## src/hdl/uart_pkg.sv

```systemverilog
package uart_pkg;

    // Line and clock configuration
    localparam int CLK_FREQ     = 7_372_800;
    localparam int BAUD_RATE    = 115200;
    localparam int OVERSAMPLING = 16;   // Samples per bit
    localparam int BAUD_DIVIDER = CLK_FREQ / (BAUD_RATE * OVERSAMPLING);  // Clocks per sample

    // Frame format
    localparam bit PARITY_EN  = 1'b1;
    localparam bit PARITY_ODD = 1'b0;   // 0 selects even parity

    // Receive FIFO, depth must be a power of two
    localparam int FIFO_DEPTH = 8;
    localparam int FIFO_AW    = $clog2(FIFO_DEPTH);

    // Framer states
    typedef enum logic [2:0] {
        IDLE,
        START_BIT,
        DATA_BITS,
        PARITY_BIT,
        STOP_BIT
    } rx_state_e;

    // One received character with the flags of its own frame
    typedef struct packed {
        logic       frame_error;    // Stop bit sampled low
        logic       parity_error;
        logic [7:0] data;
    } rx_word_t;

endpackage

```

## src/hdl/uart_baud_timer.sv

```systemverilog
`timescale 1ns/1ps

module uart_baud_timer import uart_pkg::*; (
    input  logic clk,
    input  logic rst_n,
    input  logic timer_start,
    input  logic timer_run,
    output logic bit_tick
);

    typedef logic [$clog2(BAUD_DIVIDER)-1:0] div_t;
    typedef logic [$clog2(OVERSAMPLING)-1:0] samp_t;

    div_t  div_cnt;     // Clocks within one oversample
    samp_t samp_cnt;    // Oversamples within one bit
    logic  div_wrap;
    logic  samp_wrap;

    assign div_wrap  = (int'(div_cnt) == BAUD_DIVIDER - 1);
    assign samp_wrap = (int'(samp_cnt) == OVERSAMPLING - 1);

    always_ff @(posedge clk or negedge rst_n) begin
        if (!rst_n) begin
            div_cnt  <= '0;
            samp_cnt <= '0;
            bit_tick <= 1'b0;
        end else if (timer_start) begin
            // Start half a bit in, so the first tick lands mid start bit
            div_cnt  <= '0;
            samp_cnt <= samp_t'(OVERSAMPLING / 2);
            bit_tick <= 1'b0;
        end else if (timer_run) begin
            bit_tick <= 1'b0;
            if (div_wrap) begin
                div_cnt <= '0;
                if (samp_wrap) begin
                    samp_cnt <= '0;
                    bit_tick <= 1'b1;   // Middle of the current bit
                end else begin
                    samp_cnt <= samp_cnt + 1'b1;
                end
            end else begin
                div_cnt <= div_cnt + 1'b1;
            end
        end else begin
            div_cnt  <= '0;
            samp_cnt <= '0;
            bit_tick <= 1'b0;
        end
    end

endmodule

```

## src/hdl/uart_rx_framer.sv

```systemverilog
`timescale 1ns/1ps

module uart_rx_framer import uart_pkg::*; (
    input  logic     clk,
    input  logic     rst_n,
    input  logic     rx_serial,
    input  logic     bit_tick,
    output logic     timer_start,
    output logic     timer_run,
    output logic     rx_busy,
    output logic     frame_done,
    output rx_word_t frame_word
);

    logic [2:0] rx_sync;
    logic       rx_line;        // Synchronized serial line

    rx_state_e  state;
    rx_state_e  next_state;

    logic [7:0] shift_reg;
    logic [2:0] bit_cnt;
    logic       parity_bit;
    logic       parity_err;
    logic       frame_end;      // Stop tick or rejected start

    // Three flops against metastability, idle high out of reset
    always_ff @(posedge clk or negedge rst_n) begin
        if (!rst_n) begin
            rx_sync <= 3'b111;
        end else begin
            rx_sync <= {rx_sync[1:0], rx_serial};
        end
    end

    assign rx_line = rx_sync[2];

    assign timer_start = (state == IDLE) && !rx_line;
    assign timer_run   = (state != IDLE);

    always_ff @(posedge clk or negedge rst_n) begin
        if (!rst_n) begin
            state <= IDLE;
        end else begin
            state <= next_state;
        end
    end

    always_comb begin
        next_state = state;
        case (state)
            IDLE: begin
                if (!rx_line) begin
                    next_state = START_BIT;
                end
            end
            START_BIT: begin
                // Line back high at mid start bit means a glitch
                if (bit_tick) begin
                    next_state = rx_line ? IDLE : DATA_BITS;
                end
            end
            DATA_BITS: begin
                if (bit_tick && (bit_cnt == 3'd7)) begin
                    next_state = PARITY_EN ? PARITY_BIT : STOP_BIT;
                end
            end
            PARITY_BIT: begin
                if (bit_tick) begin
                    next_state = STOP_BIT;
                end
            end
            STOP_BIT: begin
                if (bit_tick) begin
                    next_state = IDLE;
                end
            end
            default: begin
                next_state = IDLE;
            end
        endcase
    end

    always_ff @(posedge clk or negedge rst_n) begin
        if (!rst_n) begin
            bit_cnt <= '0;
        end else if (state == DATA_BITS) begin
            if (bit_tick) begin
                bit_cnt <= bit_cnt + 1'b1;
            end
        end else begin
            bit_cnt <= '0;
        end
    end

    // Data arrives LSB first, so shift in from the top
    always_ff @(posedge clk) begin
        if (bit_tick && (state == DATA_BITS)) begin
            shift_reg <= {rx_line, shift_reg[7:1]};
        end
        if (bit_tick && (state == PARITY_BIT)) begin
            parity_bit <= rx_line;
        end
    end

    // Even parity bit equals the XOR of the data
    assign parity_err = PARITY_EN && (parity_bit != ((^shift_reg) ^ PARITY_ODD));

    assign frame_end = bit_tick &&
                       ((state == STOP_BIT) || ((state == START_BIT) && rx_line));

    always_ff @(posedge clk or negedge rst_n) begin
        if (!rst_n) begin
            rx_busy <= 1'b0;
        end else if (frame_end) begin
            rx_busy <= 1'b0;
        end else begin
            rx_busy <= (state != IDLE);
        end
    end

    always_ff @(posedge clk or negedge rst_n) begin
        if (!rst_n) begin
            frame_done <= 1'b0;
        end else begin
            frame_done <= bit_tick && (state == STOP_BIT);
        end
    end

    // Word and flags are captured together at the stop tick
    always_ff @(posedge clk) begin
        if (bit_tick && (state == STOP_BIT)) begin
            frame_word.data         <= shift_reg;
            frame_word.frame_error  <= !rx_line;    // Stop bit must be high
            frame_word.parity_error <= parity_err;
        end
    end

endmodule

```

## src/hdl/sync_fifo.sv

```systemverilog
`timescale 1ns/1ps

module sync_fifo import uart_pkg::*; (
    input  logic     clk,
    input  logic     rst_n,
    input  logic     wr_en,
    input  rx_word_t wr_word,
    input  logic     rd_en,
    output rx_word_t rd_word,
    output logic     full,
    output logic     empty
);

    rx_word_t         mem [FIFO_DEPTH];

    // Extra top bit tells full from empty when the addresses match
    logic [FIFO_AW:0] wr_ptr;
    logic [FIFO_AW:0] rd_ptr;
    logic             do_wr;
    logic             do_rd;

    assign empty = (wr_ptr == rd_ptr);
    assign full  = (wr_ptr[FIFO_AW] != rd_ptr[FIFO_AW]) &&
                   (wr_ptr[FIFO_AW-1:0] == rd_ptr[FIFO_AW-1:0]);

    assign do_rd = rd_en && !empty;
    assign do_wr = wr_en && (!full || do_rd);   // A read in the same cycle makes room

    always_ff @(posedge clk or negedge rst_n) begin
        if (!rst_n) begin
            wr_ptr <= '0;
        end else if (do_wr) begin
            wr_ptr <= wr_ptr + 1'b1;
        end
    end

    always_ff @(posedge clk or negedge rst_n) begin
        if (!rst_n) begin
            rd_ptr <= '0;
        end else if (do_rd) begin
            rd_ptr <= rd_ptr + 1'b1;
        end
    end

    always_ff @(posedge clk) begin
        if (do_wr) begin
            mem[wr_ptr[FIFO_AW-1:0]] <= wr_word;
        end
    end

    // Head entry is visible without a read
    assign rd_word = mem[rd_ptr[FIFO_AW-1:0]];

endmodule

```

## src/hdl/uart_receiver.sv

```systemverilog
`timescale 1ns/1ps

module uart_receiver import uart_pkg::*; (
    input  logic     clk,
    input  logic     rst_n,
    input  logic     rx_serial,
    input  logic     rx_read,
    output rx_word_t rx_word,
    output logic     rx_valid,
    output logic     rx_busy,
    output logic     rx_overrun,
    output logic     fifo_full
);

    logic     timer_start;
    logic     timer_run;
    logic     bit_tick;
    logic     frame_done;
    rx_word_t frame_word;
    logic     fifo_wr;
    logic     fifo_empty;

    uart_rx_framer i_framer (
        .clk        (clk),
        .rst_n      (rst_n),
        .rx_serial  (rx_serial),
        .bit_tick   (bit_tick),
        .timer_start(timer_start),
        .timer_run  (timer_run),
        .rx_busy    (rx_busy),
        .frame_done (frame_done),
        .frame_word (frame_word)
    );

    uart_baud_timer i_timer (
        .clk        (clk),
        .rst_n      (rst_n),
        .timer_start(timer_start),
        .timer_run  (timer_run),
        .bit_tick   (bit_tick)
    );

    // A read while full frees a slot for the arriving frame
    assign fifo_wr    = frame_done && (!fifo_full || rx_read);
    assign rx_overrun = frame_done && fifo_full && !rx_read;   // Frame dropped

    sync_fifo i_fifo (
        .clk    (clk),
        .rst_n  (rst_n),
        .wr_en  (fifo_wr),
        .wr_word(frame_word),
        .rd_en  (rx_read),
        .rd_word(rx_word),
        .full   (fifo_full),
        .empty  (fifo_empty)
    );

    assign rx_valid = !fifo_empty;

endmodule

```

## config.mk

```make
export PLATFORM = sky130hd
export DESIGN_NAME = uart_receiver
export DESIGN_NICKNAME = d
export VERILOG_FILES = /design/src/hdl/uart_pkg.sv /design/src/hdl/uart_baud_timer.sv /design/src/hdl/uart_rx_framer.sv /design/src/hdl/sync_fifo.sv /design/src/hdl/uart_receiver.sv
export SDC_FILE = /design/constraint.sdc
export NUM_CORES = 1
export LEC_CHECK = 0
export ABC_AREA = 1
export ABC_CLOCK_PERIOD_IN_PS = 1950
export BUFFER_PORTS_ARGS = -buffer_cell sky130_fd_sc_hd__buf_2
export CELL_PAD_IN_SITES_DETAIL_PLACEMENT = 0
export CELL_PAD_IN_SITES_GLOBAL_PLACEMENT = 2
export CORE_UTILIZATION = 38
export DETAILED_ROUTE_END_ITERATION = 10
export MAX_ROUTING_LAYER = met4
export PLACE_DENSITY = 0.74
export SKIP_LAST_GASP = 1
export SYNTH_ARGS = -nofsm -noshare
export SYNTH_HDL_FRONTEND = slang
export SYNTH_SLANG_ARGS = --single-unit
```

## constraint.sdc

```tcl
create_clock -name clk -period 1.95 [get_ports clk]
set_input_delay 0.195 -clock clk [delete_from_list [all_inputs] [get_ports clk]]
set_output_delay 0.195 -clock clk [all_outputs]
set_load 0.02 [all_outputs]
```

# After elaboration in Yosys (flattened, before gate mapping)
# Memories as Yosys holds them, arrays and structs flattened.
# Cells that the tools add are included.
[totals] ff_bits=45 ramBits=80 mem_count=1
[classes] n_addsub=5 eq_ne=18 muxes=23 reduce_logical=24
[mem_list] memory="i_fifo.mem" depth=8 word_bits=10 rd=1 rd_clocked_by_memory_dff=0 wr=1 line="sync_fifo.sv:14" source="rx_word_t mem [FIFO_DEPTH];"
[op_table] cell="two-way mux 3 bit" n=7
[op_table] cell="two-way mux 4 bit" n=4
[op_table] cell="one-hot mux 3 bit (5 select lines)" n=1
[op_table] cell="logical AND 1 bit" n=13
[op_table] cell="adder 4 x 1 -> 4 bit, second input constant" n=3
[op_table] cell="inequality test 2 x 1 -> 1 bit, second input constant" n=5
[op_table] cell="two-way mux 2 bit" n=4
[op_table] cell="parity 8 bit" n=1
[op_table] cell="two-way mux 1 bit" n=7
[op_table] cell="== test 3 x 2 -> 1 bit, second input constant" n=2
[op_table] cell="== test 3 bit, second input constant" n=2
[op_table] cell="AND reduction 5 bit" n=1
[op_table] cell="== test 4 x 1 -> 1 bit, second input constant" n=1
[op_table] cell="== test 4 bit" n=1
[op_table] cell="logical NOT 1 bit" n=4
[op_table] cell="adder 3 x 1 -> 3 bit, second input constant" n=1
[op_table] cell="== test 3 x 1 -> 1 bit, second input constant" n=1
[op_table] cell="== test 3 bit" n=1
[op_table] cell="logical NOT 3 bit" n=1
[op_table] cell="logical OR 1 bit" n=3
[op_table] cell="inequality test 3 x 1 -> 1 bit, second input constant" n=1
[op_table] cell="nonzero test 3 bit" n=1
[op_table] cell="adder 2 x 1 -> 2 bit, second input constant" n=1
[op_table] cell="== test 2 x 1 -> 1 bit, second input constant" n=1
[op_table] cell="2 further kinds" n=3

# Longest topological paths before layout
# Gate-level depths: netlist of the first run.
[depth] depth_word=8 ltp_mapped=10

# Cells and area by module
# Synthesis of the first run repeated with hierarchy kept, for this count alone.
[unflattened] hier_cells=454 hier_area_um2=5232.5
[modules_own_cells] mod="sync_fifo" instances=1 cells_per_inst=307 area_per_inst_um2=3661.0
[modules_own_cells] mod="uart_rx_framer" instances=1 cells_per_inst=102 area_per_inst_um2=1213.7
[modules_own_cells] mod="uart_baud_timer" instances=1 cells_per_inst=39 area_per_inst_um2=334.1
[modules_own_cells] mod="uart_receiver" instances=1 cells_per_inst=6 area_per_inst_um2=23.8

# Least setup slack after synthesis of the first run
# OpenSTA, ideal clock, no wires.
[synth_timing] path_kind="register to register" from="register i_timer.bit_tick" to="register i_framer.frame_word[0] (netlist name)" setup_ns=0.409 arrival_ns=1.678 required_time_ns=1.541 path_slack_ns=-0.138 path_stages_with_launch=3 period_less_slack_ns=2.088 cell_sequence="dfrtp_1 -> clkinv_1 -> nor4_1"
[synth_via] elab_chain_len=1
[synth_rtl] item="start: declaration" line="uart_baud_timer.sv:8" source="output logic bit_tick"
[synth_rtl] item="start signal: assignment" line="uart_baud_timer.sv:26" source="bit_tick <= 1'b0;"
[synth_rtl] item="start signal: assignment" line="uart_baud_timer.sv:31" source="bit_tick <= 1'b0;"
[synth_rtl] item="start signal: assignment" line="uart_baud_timer.sv:33" source="bit_tick <= 1'b0;"
[synth_rtl] item="logical AND 1 bit" line="uart_rx_framer.sv:132" source="if (bit_tick && (state == STOP_BIT)) begin"
# No other way between the ends.
# A chain may end at the register's enable or synchronous reset.

==> metrics.csv, run 1 <==
stage;metric;value;unit
route;via/cell ratio;4.93;
route;number of remaining DRC errors;0;
finish;Fillers;1229;
global_routing;first-pass GRT wire length;17100;um
synthesis;post-synthesis sequential area ratio;70.2;%
synthesis;Mapped Cells;439;
power;power per cell area;991;nW/um^2
synthesis;Avg Inst Size Synth;11.8;sq um
sta;Rel. slew slack;56.8;%
global_routing;grt total ovfl;0;
sta;Final min period;1.95;ns
global_routing;vias in the first global route;3281;
worst_setup_path;Critical Path RT;1.75;ns
clock_tree;CTS buffer count;17;
worst_setup_path;CP Capture Type;primary output;
floorplan;Chip Height;119;um
sta;worst clock skew;0.00607;ns
clock_tree;root buffer cell;clkbuf_16;
route;1st-iter DRT viols;148;
job;max_cap viols;0;
finish;Layout area overhead;22.6;%
finish;ant diodes;0;
route;Avg WL per Cell;15.9;um
worst_setup_path;r2r setup slk;0.05;ns
route;final WL;10800;um
power;Max rail drop VDD;0.642;mV
synthesis;Yosys cell types;32;
floorplan;Horiz. Die Dim;119;um
floorplan;Rows;42;
global_routing;antenna violations before repair;0;
synthesis;Syn Std Cell Area;5160;sq um
finish;fin area;6330;sq um
placement;placement-stage cell area;5580;sq um
min_path;Worst Hold Class;in2reg;
synthesis;Synth area leaders;edfxtp_1, dfrtp_1, nand2_1;
floorplan;Core Area;13200;sq um
clock_tree;CTS Sinks;125;
clock_tree;H-tree depth;4;
route;vias;3349;
clock_tree;CTS tree;yes;
synthesis;Yosys reg bits;125;
placement;GP Congestion;0.730;
finish;most frequent cells in the layout;edfxtp_1, nand2_1, nor2_1;
sta;Final Hold Fails;0;
clock_tree;CTS clk-pin slew, worst paths;0.05;ns
worst_setup_path;Critical Path Source Type;flop;
placement;HPWL after DPL;6600;um
synthesis;syn nets;449;
run_status;status;complete, no violations;
sta;hold_ws;0.171;ns
synthesis;synth warn;0;
sta;maximum clock frequency;513;MHz
finish;share of cells above drive strength 1;19.9;%
sta;final setup fails;0;
synthesis;Yosys top cell area share;57.6;%
worst_setup_path;CP Max Fanout;10;
worst_setup_path;CP arrival;1.75;ns
floorplan;num ports;18;
finish;final core occ;47.8;%
finish;commonest non-fill, non-tap cell in the layout;edfxtp_1;
clock_tree;Clk Latency, worst-skew pair;0.41;ns
global_routing;pin count of the biggest net entering global routing;42;
finish;nets;500;
sta;Tightest Pin Transition;0.647;ns
placement;Buffers on Ports;17;
worst_setup_path;critical setup path kind;reg2out;
route;first drt pass iteration count;5;
floorplan;Initial Util;39.0;%
clock_tree;CTS max path bufs;2;
sta;RSZ-0062 raised after global routing;yes;
sta;Final Max Tran Viols;0;
global_routing;Total GRT Usage;16.9;%
floorplan;Die ar.;14100;sq um
finish;max reg flops;80;
route;Routed Antenna Nets;0;
synthesis;Synth area leader;edfxtp_1;
sta;crit share post-route;99.9;%
power;Leakage;0.00250;uW
-- critical path: stages (launching register included) --
cell and delay (ns):
dfrtp_2 0.50, buf_6 0.16, clkbuf_16 0.16, nor2_1 0.12, o22ai_1 0.09, nand2_1 0.07, nand2_1 0.08, buf_4 0.16
-- path summary, 6_finish.rpt --
kind	start	to	cells after the start
setup / recovery	i_fifo.rd_ptr[0]$_DFFE_PN0P_	rx_word[5]	7
max in group asynchronous	rst_n	i_fifo.rd_ptr[0]$_DFFE_PN0P_	2
setup reg to reg	i_fifo.rd_ptr[0]$_DFFE_PN0P_	i_fifo.mem[5][8]$_DFFE_PP_	8
hold / removal	rx_read	i_fifo.rd_ptr[0]$_DFFE_PN0P_	4
hold reg to reg	i_framer.rx_sync[1]$_DFF_PN1_	i_framer.rx_sync[2]$_DFF_PN1_	0
min in group asynchronous	rst_n	i_timer.samp_cnt[2]$_DFFE_PN0P_	2
-- per-layer routing --
| metal | share of wire [%] | global-route usage (%) |
|---|---|---|
| met3 | 3.7 | 4.10 |
| met1 | 46 | 21.1 |
| met5 | 0 | - |
| met2 | 49 | 26.1 |
| met4 | 1.5 | 7.59 |
-- synth_stat cells --
cell and count:
buf_1 1, buf_2 1, nor2_1 58, xnor2_2 1
nand4_4 1, nand3_2 1, xnor2_1 6, and3_1 1
clkbuf_1 11, buf_6 2, clkinv_1 2, dfrtp_1 23
nand2_2 2, nand2_4 1, nand2_1 89, clkbuf_8 1
nor2_4 1, nor4_1 1, nor3_1 4, edfxtp_1 99
a21oi_1 2, ha_1 6, o22ai_1 22, xor2_1 4
clkinv_8 1, nand4_1 2, inv_1 24, nand3_1 23
buf_4 1, o21ai_0 44, dfstp_2 3, o21ai_1 1
-- per-stage QoR --
stage | total power (uW) | setup TNS (ns) | worst slack (ns) | std cells
2_1_floorplan | 3280 | 0 | 0.0990 | 439
3_3_place_gp | 3370 | -1.20 | -0.0718 | 641
3_5_place_dp | 3390 | -2.39 | -0.0870 | 641
4_1_cts | 6320 | -0.148 | -0.0615 | 675
5_1_grt | 6510 | -2.05 | -0.103 | 679
6_report | 6270 | 0 | 0.00256 | 679
-- power breakdown --
group	total [uW]	internal (uW)	switching, uW
Clock	2930	1850	1080
Sequential	2990	2930	65.6
Combinational	348	113	235
-- what timing repair did --
item	CTS	global route
endpoints found under the hold margin	24	0
resized for setup	10	40
pin swaps	0	3
setup endpoints to repair	51	11
cloned	0	2
hold buffers	2	0
setup buffers	0	2
-- area by class of cell --
cell class	count	area, sq um	area share (%)
Tap cell	176	220	3.48
Timing Repair Buffer	49	438	6.92
Inverter	27	115	1.82
Sequential cell	125	3630	57.3
Clock inverter	14	128	2.02
Multi-Input combinational cell	270	1370	21.7
Clock buffer	18	429	6.78
-- logic make-up (layout without fill, tap and decap cells) --
logic type	Yosys count	in the layout	share of synthesized area, %
compound gates	69	69	7.22
xor+xnor	11	11	2.01
fa+ha+maj	6	6	1.45
buf+inv	44	108	4.02
flops	125	125	70.2
simple gates	184	184	15.1
Note: power is estimated with default switching activity, not from simulation.
==> run 2: changes to the inputs <==
--- a/config.mk
+++ b/config.mk
@@ -10,10 +10,11 @@
 export BUFFER_PORTS_ARGS = -buffer_cell sky130_fd_sc_hd__buf_2
 export CELL_PAD_IN_SITES_DETAIL_PLACEMENT = 0
 export CELL_PAD_IN_SITES_GLOBAL_PLACEMENT = 2
+export CORE_MARGIN = 2
 export CORE_UTILIZATION = 38
 export DETAILED_ROUTE_END_ITERATION = 10
 export MAX_ROUTING_LAYER = met4
-export PLACE_DENSITY = 0.74
+export PLACE_DENSITY = 0.79
 export SKIP_LAST_GASP = 1
 export SYNTH_ARGS = -nofsm -noshare
 export SYNTH_HDL_FRONTEND = slang
==> run 2 against run 1 <==
Against the previous run:
- worst hold slack got worse by 0.088 ns
- critical endpoint is now rx_word[1]
- sequential share of layout area fell by 1.7 points
- sequential cell count did not move
- critical path type unchanged
- sequential power about the same
- maximum frequency rose by 1.8%
- non-clock buffer count is the same
- via count fell by 0.93%
==> metrics.csv, run 2 (synthesis gave the netlist of run 1 again) <==
stage;metric;value;unit
run_status;status;complete, no violations;
floorplan;Chip Height;121;um
worst_setup_path;max incr delay on CP;0.43;ns
sta;Rel. slew slack;58.5;%
global_routing;pin count of the biggest net entering global routing;36;
clock_tree;CTS max path bufs;2;
finish;Layout area overhead;26.4;%
route;final WL;10500;um
route;number of remaining DRC errors;0;
power;switching fraction of total power;22.0;%
power;Seq pwr share;46.3;%
placement;Buffers on Ports;17;
route;vias;3318;
power;Max rail drop VDD;0.543;mV
worst_setup_path;Critical Path RT;1.75;ns
worst_setup_path;CP arrival;1.72;ns
placement;GP Congestion;0.782;
clock_tree;H-tree depth;4;
finish;most frequent cells in the layout;edfxtp_1, nand2_1, nor2_1;
worst_setup_path;CP Capture Type;primary output;
min_path;hold_sp;rx_read;
finish;nets;502;
clock_tree;Clk Latency, worst-skew pair;0.41;ns
worst_setup_path;CP bufs+invs;4;
sta;Final Max Tran Viols;0;
finish;share of cells above drive strength 1;21.0;%
clock_tree;CTS Sinks;125;
worst_setup_path;critical setup path kind;reg2out;
clock_tree;root buffer cell;clkbuf_16;
clock_tree;CTS clk-pin slew, worst paths;0.05;ns
global_routing;grt total ovfl;0;
worst_setup_path;Critical Path Source Type;flop;
clock_tree;CTS buffer count;17;
route;first drt pass iteration count;5;
clock_tree;CTS tree;yes;
sta;worst clock skew;0.00555;ns
finish;commonest non-fill, non-tap cell in the layout;edfxtp_1;
min_path;Worst Hold Class;in2reg;
sta;Final min period;1.91;ns
job;max_cap viols;0;
power;Clk pwr share;48.5;%
worst_setup_path;RR Endpoint;i_fifo.mem[2][6]$_DFFE_PP_;
floorplan;num ports;18;
placement;HPWL after DPL;6370;um
worst_setup_path;r2r setup slk;0.09;ns
power;Comb pwr share;5.2;%
route;Avg WL per Cell;15.4;um
route;1st-iter DRT viols;232;
worst_setup_path;Crit path max-delay family;buffers and inverters;
global_routing;vias in the first global route;3089;
finish;Finished Layout Cells;680;
sta;final setup fails;0;
floorplan;Core Area;13200;sq um
route;via/cell ratio;4.88;
worst_setup_path;crit path cell chain;buf_12 > clkinv_8 > clkbuf_16 > nor2_1 > o22ai_1 > nand2_1 > nand2_2 > buf_6;
power;power per cell area;989;nW/um^2
worst_setup_path;Worst R2R Path Depth;10;
finish;max reg flops;80;
global_routing;first-pass GRT wire length;16200;um
floorplan;Die ar.;14500;sq um
power;Leakage;0.00256;uW
power;Internal Power;5040;uW
worst_setup_path;Worst R2R Start;i_fifo.rd_ptr[0]$_DFFE_PN0P_;
sta;RSZ-0062 raised after global routing;yes;
floorplan;Initial Util;39.0;%
sta;setup TNS;0;ns
min_path;Worst Hold Endpoint;i_fifo.rd_ptr[3]$_DFFE_PN0P_;
sta;crit share post-route;98.1;%
floorplan;Rows;42;
worst_setup_path;Max stage delay cell, worst path;dfrtp_2;
worst_setup_path;CP startpoint;i_fifo.rd_ptr[0]$_DFFE_PN0P_;
finish;ant diodes;0;
power;Sw Pwr;1420;uW
finish;Fillers;1216;
sta;Final Hold Fails;0;
route;Routed Antenna Nets;0;
placement;placed cell count;633;
global_routing;Total GRT Usage;15.3;%
min_path;Hold Crit Depth;3;
sta;Tightest Pin Transition;0.623;ns
sta;maximum clock frequency;523;MHz
worst_setup_path;CP Max Fanout;9;
floorplan;Horiz. Die Dim;121;um
global_routing;antenna violations before repair;0;
-- run 2: cell count changes in the layout (fill, tap and decap cells not counted), moves of 4 or more --
cell | before | now
clkinv_2 | 7 | 1
nor2_2 | 5 | 1
buf_6 | 2 | 15
buf_4 | 25 | 16
nor2_1 | 53 | 57
nand2_1 | 89 | 85
buf_2 | 14 | 6
o21ai_1 | 18 | 28
o21ai_0 | 24 | 14
nand2_2 | 2 | 6
-- run 2: worst register-to-register path: stages, from the launching register on --
cell,delay [ns]
dfrtp_2,0.43
buf_12,0.15
clkinv_8,0.07
nand2_1,0.06
nand2_2,0.09
nor2_4,0.05
nand4_4,0.06
buf_4,0.15
nand3_1,0.15
nor2_1,0.17
buf_6,0.18
-- run 2: worst max-delay path by stage --
stage	slack, ns	end	depth (start not counted)
2_1_floorplan	0.1	i_fifo.mem[2][0]$_DFFE_PP_	8
3_5_place_dp	0.09	i_fifo.mem[2][8]$_DFFE_PP_	8
5_1_grt	-0.06	rx_word[4]	7
4_1_cts	-0.05	rx_word[3]	6
6_report	0.04	rx_word[1]	8
3_3_place_gp	0.13	i_fifo.mem[2][2]$_DFFE_PP_	8
-- run 2: routing by layer --
metal	up-vias	track usage, %	part of all wire (%)
met4	0	7.19	1.3
met3	10	4.06	3.7
li1	1636	-	-
met1	1605	19.9	48
met2	67	22.5	47
met5	-	-	0
-- run 2: power by group through the flow --
| stage | registers (uW) | logic (uW) | clock network [uW] |
|---|---|---|---|
| after floorplan | 3040 | 240 | 0 |
| after global placement | 3040 | 327 | 0 |
| after detailed placement | 3040 | 338 | 0 |
| after CTS | 2990 | 339 | 3180 |
| after global routing | 3000 | 390 | 3320 |
| final | 2990 | 335 | 3130 |
-- run 2: final cells by class --
type / instances / area [sq um] / share of cell area (%)
sequential: 125 / 3630 / 55.6
multi-input combinational: 270 / 1390 / 21.3
timing repair buffer: 49 / 554 / 8.49
clock buffer: 17 / 425 / 6.52
tap: 176 / 220 / 3.37
clock inverter: 14 / 169 / 2.59
inverter: 27 / 114 / 1.74
timing repair inverter: 2 / 25.0 / 0.383
-- run 2: timing repair --
action                                  4_1_cts  5_1_grt
hold buffers                                  2        0
buffers inserted                              2        6
gates cloned                                  1        5
endpoints found under the setup margin       12       43
pin swaps                                     1       22
hold endpoints to repair                     24        0
gates resized for setup                       8       77
-- run 2: stage by stage --
stage | util [%] | setup slack (ns) | cell area, sq um | hold slack (ns) | total power, uW
finish | 49.3 | 0.0374 | 6530 | 0.0833 | 6460
global route | 49.3 | -0.0604 | 6530 | 0.0877 | 6710
CTS | 46.8 | -0.0480 | 6200 | 0.0662 | 6510
detailed placement | 41.8 | 0.0855 | 5530 | 0.251 | 3380
global placement | 41.8 | 0.134 | 5530 | 0.244 | 3370
floorplan | - | 0.0990 | 5170 | -0.101 | 3280
